===== config.mk =====
export PLATFORM = sky130hd
export DESIGN_NAME = mul_operand_sel
export DESIGN_NICKNAME = d
export VERILOG_FILES = /design/src/mul_pkg.sv /design/src/mul_operand_sel.sv
export SDC_FILE = /design/constraint.sdc
export NUM_CORES = 1
export LEC_CHECK = 0
export BUFFER_PORTS_ARGS = -buffer_cell sky130_fd_sc_hd__buf_2
export CAP_MARGIN = 20
export CORE_AREA = 2 2 150 152
export DETAILED_ROUTE_END_ITERATION = 8
export DIE_AREA = 0 0 152 154
export GPL_TIMING_DRIVEN = 1
export MAX_ROUTING_LAYER = met4
export SLEW_MARGIN = 20
export SYNTH_ARGS = -nofsm -noshare
export SYNTH_HDL_FRONTEND = slang
export SYNTH_SLANG_ARGS = --single-unit
export TNS_END_PERCENT = 20

===== constraint.sdc =====
create_clock -name clock -period 1.9 [get_ports clock]
set_clock_uncertainty 0.15 [all_clocks]
set_input_delay 0.095 -clock clock [delete_from_list [all_inputs] [get_ports clock]]
set_output_delay 0.095 -clock clock [all_outputs]
set_load 0.1 [all_outputs]

===== src/mul_pkg.sv =====
// shared types for the two-lane multiply unit
// all products are unsigned and keep only the low 64 bits
// any opb select code other than the immediate picks register B

package mul_pkg;

  ////////////////////////////////////////////////////////////////////////////
  // widths
  ////////////////////////////////////////////////////////////////////////////
  localparam int WORD_W = 64;               // operand and product width
  localparam int LANES  = 2;                // issue lanes from the RS

  typedef logic [WORD_W-1:0] word_t;        // data word
  typedef logic [31:0]       inst_t;        // instruction word
  typedef logic [4:0]        ar_idx_t;      // architectural reg index
  typedef logic [6:0]        pr_idx_t;      // physical reg index

  // operand B source from the decoder
  typedef enum logic [1:0] {
    OPB_IS_REGB    = 2'h0,
    OPB_IS_ALU_IMM = 2'h1
  } opb_sel_e;

  ////////////////////////////////////////////////////////////////////////////
  // bundles
  ////////////////////////////////////////////////////////////////////////////
  typedef struct packed {
    ar_idx_t dest_ar_idx;                   // arch dest, 5 bits
    pr_idx_t dest_pr_idx;                   // phys dest, 7 bits
  } dest_tag_t;

  // one instruction from the reservation station, 175 bits
  typedef struct packed {
    logic      valid;                       // single-cycle issue strobe
    inst_t     ir;
    word_t     pra;                         // register A value
    word_t     prb;                         // register B value
    opb_sel_e  opb_select;
    dest_tag_t dest;
  } issue_t;

  // state handed between multiplier stages, 205 bits
  typedef struct packed {
    logic      valid;
    dest_tag_t dest;                        // tags ride with the data
    word_t     product;                     // running sum
    word_t     mplier;                      // remaining multiplier digits
    word_t     mcand;                       // shifted multiplicand
  } stage_t;

  // completion bus entry, 77 bits
  typedef struct packed {
    logic      complete;                    // also the prf write enable
    dest_tag_t dest;
    word_t     result;
  } cdb_t;

endpackage


===== src/mul_operand_sel.sv =====
// issue register and operand-B mux for one lane
// operand A is always register A
// immediate is IR[20:13], zero extended

`timescale 1ns/100ps

module mul_operand_sel
  import mul_pkg::*;
(
  input  logic   clock,
  input  logic   reset,
  input  issue_t issue,
  output stage_t stage_out
);

  localparam int IMM_LSB = 13;              // alu literal field, low bit
  localparam int IMM_MSB = 20;              // alu literal field, high bit

  issue_t issue_q;                          // registered issue
  word_t  alu_imm;
  word_t  opb_mux;

  ////////////////////////////////////////////////////////////////////////////
  // issue register
  ////////////////////////////////////////////////////////////////////////////
  always_ff @(posedge clock)
  begin
    if (reset)
      issue_q.valid <= 1'b0;
    else
      issue_q.valid <= issue.valid;
  end

  always_ff @(posedge clock)
  begin
    issue_q.ir         <= issue.ir;
    issue_q.pra        <= issue.pra;
    issue_q.prb        <= issue.prb;
    issue_q.opb_select <= issue.opb_select;
    issue_q.dest       <= issue.dest;
  end

  // 8-bit literal, zero extended to a full word
  assign alu_imm = word_t'(issue_q.ir[IMM_MSB:IMM_LSB]);

  always_comb
  begin
    case (issue_q.opb_select)
      OPB_IS_ALU_IMM: opb_mux = alu_imm;
      default:        opb_mux = issue_q.prb;  // regb and unused codes
    endcase
  end

  // first stage word, product starts at zero
  always_comb
  begin
    stage_out.valid   = issue_q.valid;
    stage_out.dest    = issue_q.dest;
    stage_out.product = '0;
    stage_out.mplier  = opb_mux;
    stage_out.mcand   = issue_q.pra;
  end

endmodule


* Word-level counts from Yosys, hierarchy flattened
Cells that the tools add are included.
Operators by class: equality and inequality tests 1, multiplexer cells 1
Operators by type and width (number):
- $mux W64 | 1
- $eq A2 B1 Y1 const B | 1
Word-level totals: input port bits 177, register bits 164, logic and storage cells 9, output and inout port bits 205

* Longest topological paths before layout
depth in word-level cells 2, depth in mapped cells 4, depth with buffers taken out 2

* Worst setup path before layout
OpenSTA, ideal clock, no wires.
path kind reg-to-output, from register issue_q[13] (netlist name), to output stage_out[100] (netlist name), setup slack 0.167 ns, stages on the path, launching flop included 5, arrival time 1.488 ns, path buffers 2, data required time 1.655 ns, path through dfxtp_1 > nand2b_4 > buf_6 > clkbuf_1 > and2_1
RTL lines:
- from (decl) | line mul_operand_sel.sv:19 | issue_t issue_q;
- to (decl) | line mul_operand_sel.sv:13 | output stage_t stage_out

==> results.py <==
metrics = {
    "outcome": {
        "run_status": "complete, no violations",
    },
    "synth": {
        "ys.warnings.count": 0,
        "synthesis.instances": 366,
        "post_synth.cell_area_avg_um2": 12.6,
        "netlist_area_um2": 4600,
        "synth.top_cell.area_share": 0.657,
        "netlist.top_cell.by_area": "sky130_fd_sc_hd__dfxtp_1",
        "largest_cells_by_area_after_synthesis": "sky130_fd_sc_hd__dfxtp_1 66%, sky130_fd_sc_hd__buf_4 23%, sky130_fd_sc_hd__and2_1 7.6%",
        "synth_seq_cells": 151,
        "synth.yosys.seq_area_share": 0.657,
        "yosysUniqueCellTypes": 10,
    },
    "detailed_routing": {
        "drcViolationCount": 0,
        "viasPerCell": 3.38,
        "detail_route.wirelength.met1_um": 4880,
        "firstDrtPassIters": 4,
        "wl_per_cell_um": 12.6,
        "routed_vias": 3532,
        "met3_wire_len_um": 999,
        "routed_length_on_met2_um": 6910,
        "top_layer_used": "met4",
        "ant_nets": 0,
        "drt_first_iter_violations": 80,
        "route.final.wire_length_um": 13200,
    },
    "cells_and_area": {
        "diodes": 0,
        "final_net_count": 930,
        "ff_latch_area_um2": 3030,
        "layout_cells_sized_above_1": 0.454,
        "multi_input_comb_area_um2": 743,
        "areaGrowthSynthToFinish_pct": 89.0,
        "filler_cell_count": 1966,
    },
    "cts": {
        "clk_pin_slew_worst_paths_ns": 0.07,
        "tritoncts": "yes",
        "clkSinkCount": 151,
        "root_buffer": "sky130_fd_sc_hd__clkbuf_16",
        "clk_path_buf_depth": 2,
        "cts_made_buffers": 17,
        "cts-htree-levels": 4,
    },
    "floorplan": {
        "core.rowCount": 54,
        "initial_utilization": 0.212,
        "core_area_um2": 21700,
        "die_width_um": 152,
        "die-height_um": 154,
        "floorplan.die_area_um2": 23400,
        "design.portCount": 382,
    },
    "worst_setup_path": {
        "endpoint": "stage_out[69]",
        "cp_max_fo": 6,
        "worstPathCellList": "nand2b_4, buf_12, mux2_4, buf_12",
        "crit_required_ns": 1.65,
        "crit_path_max_incr_delay_ns": 0.36,
        "timing.critical_path.arrival_ns": 1.62,
        "critical_path.endpoint_type": "output pin",
        "worst_path_class_setup": "flop to output pin",
        "critical_path.startpoint_type": "flop",
        "timing.critical_path.slowest_stage_cell": "sky130_fd_sc_hd__dfxtp_2",
        "worstSetupStartpoint": "issue_q[13]",
        "most_frequent_cell_on_the_critical_path": "sky130_fd_sc_hd__buf_12",
    },
    "timing": {
        "timing.final.crit_share": 0.983,
        "post-route-worst-setup-slack_ns": 0.0324,
        "final.min_clock_period_ns": 1.87,
        "finalSetupViolations": 0,
        "max_slew.worst_pin.slew_ns": 0.513,
        "timing.final.hold_violations": 0,
        "maxSlewViolCount": 0,
        "grt_setup_unrepaired": "yes",
        "max_clock_freq_ghz": 0.535,
        "maxSlewHeadroom": 0.661,
    },
    "placement": {
        "pre_cts_ws_ns": 0.323,
        "dpl.hpwl_um": 8420,
        "place.gp.congestion": 0.704,
        "numPortBuffers": 293,
    },
    "global_route": {
        "antenna_found_initial": 0,
        "global_route_wire_length_before_repair_um": 19700,
        "grt_overflow_total": 0,
        "largest_net_degree_at_the_start_of_global_routing": 32,
        "grt_pass1_vias": 3826,
        "grt.total_usage": 0.115,
    },
    "hold_path": {
        "min-delay-path-class": "input pin to flop",
    },
    "pwr": {
        "worst_ir_drop_vdd_mv": 0.525,
        "powerDensity_nw_per_um2": 1110,
        "finalPower_w": 0.00965,
        "p_leak_nw": 4.13,
    },
    "run": {
        "max_cap_violations": 0,
    },
}
-- synth_stat cells (all sizes together) --
cell type	count
nand2b	1
dfxtp	151
clkbuf	5
mux2	8
conb	1
and2	56
buf	143
nor2b	1
-- cell type report --
type | instances | area share
multi-input cells | 132 | 0.0854
repair buffers | 451 | 0.458
flip-flops and latches | 151 | 0.348
clock inverters | 14 | 0.0180
clock buffers | 18 | 0.0505
well taps | 280 | 0.0403
-- cells by family after synthesis --
group,count (synthesis),share of synthesized area
flip-flops,151,0.657
other,1,0.000815
AND/OR/NAND/NOR,58,0.0805
buffers and inverters,148,0.239
multiplexers,8,0.0228
-- flip-flops by register name (all words and copies together) (netlist names) --
register   cells
issue_q       66
stage_out     77
alu_imm        8
-- how the worst min path moves through the flow --
stage / endpoint / depth (start not counted) / startpoint
global route: issue_q[70] / 2 / issue[70]
detailed placement: stage_out[195] / 1 / issue[3]
CTS: stage_out[44] / 2 / issue[122]
finish: issue_q[70] / 2 / issue[70]
global placement: stage_out[8] / 1 / issue[86]
floorplan: alu_imm[0] / 0 / issue[155]
-- per-layer routing --
layer | up-vias | global-route usage
met5 | - | -
met4 | 0 | 0.0547
met3 | 25 | 0.0434
met2 | 240 | 0.202
met1 | 1582 | 0.111
li1 | 1685 | -
-- timing repair --
action	CTS	global route
hold endpoints to repair	151	0
buffers inserted	4	0
gates cloned	2	0
resized for setup	5	5
hold buffers	152	0
endpoints found under the setup margin	42	26
-- critical path, delay by kind of cell, from the launching register on --
family	cells	cell delay, ns
buffers and inverters	2	0.32
multiplexers	1	0.32
flip-flops	1	0.36
AND/OR/NAND/NOR	1	0.21
-- cell usage in the layout (no fill, tap or decap) --
master,netlist,routed
sky130_fd_sc_hd__and2_4,0,4
sky130_fd_sc_hd__buf_4,141,7
sky130_fd_sc_hd__mux2_2,4,4
sky130_fd_sc_hd__conb_1,1,64
sky130_fd_sc_hd__clkbuf_8,0,1
sky130_fd_sc_hd__clkinvlp_4,0,2
sky130_fd_sc_hd__nand2b_4,1,1
sky130_fd_sc_hd__buf_12,0,63
sky130_fd_sc_hd__clkinv_4,0,3
sky130_fd_sc_hd__dfxtp_2,0,1
sky130_fd_sc_hd__nor2b_1,1,1
sky130_fd_sc_hd__dfxtp_1,151,149
sky130_fd_sc_hd__inv_8,0,3
sky130_fd_sc_hd__bufinv_16,0,1
sky130_fd_sc_hd__inv_6,0,4
sky130_fd_sc_hd__dfxtp_4,0,1
sky130_fd_sc_hd__buf_2,0,229
sky130_fd_sc_hd__mux2_4,4,4
sky130_fd_sc_hd__nand2b_2,0,2
sky130_fd_sc_hd__dlygate4sd3_1,0,152
sky130_fd_sc_hd__and2_1,56,52
sky130_fd_sc_hd__clkinv_8,0,1
sky130_fd_sc_hd__clkbuf_16,0,17
-- where the power goes --
group,internal (W),switching [W]
Sequential,0.00334,0.0000440
Combinational,0.000772,0.00213
Clock,0.00190,0.00147
-- per-stage QoR --
step	cells	TNS (ns)	hold WS [ns]	utilization	instance area, um^2
finish	1046	0	0.152	0.401	8700
global route	1046	-0.465	0.127	0.401	8700
CTS	1046	0	0.133	0.400	8690
detailed placement	856	0	0.0486	0.300	6500
global placement	856	0	0.0468	0.300	6500
floorplan	429	0	-0.0273	-	4840
No activity file was read; power rests on OpenSTA's default activity.
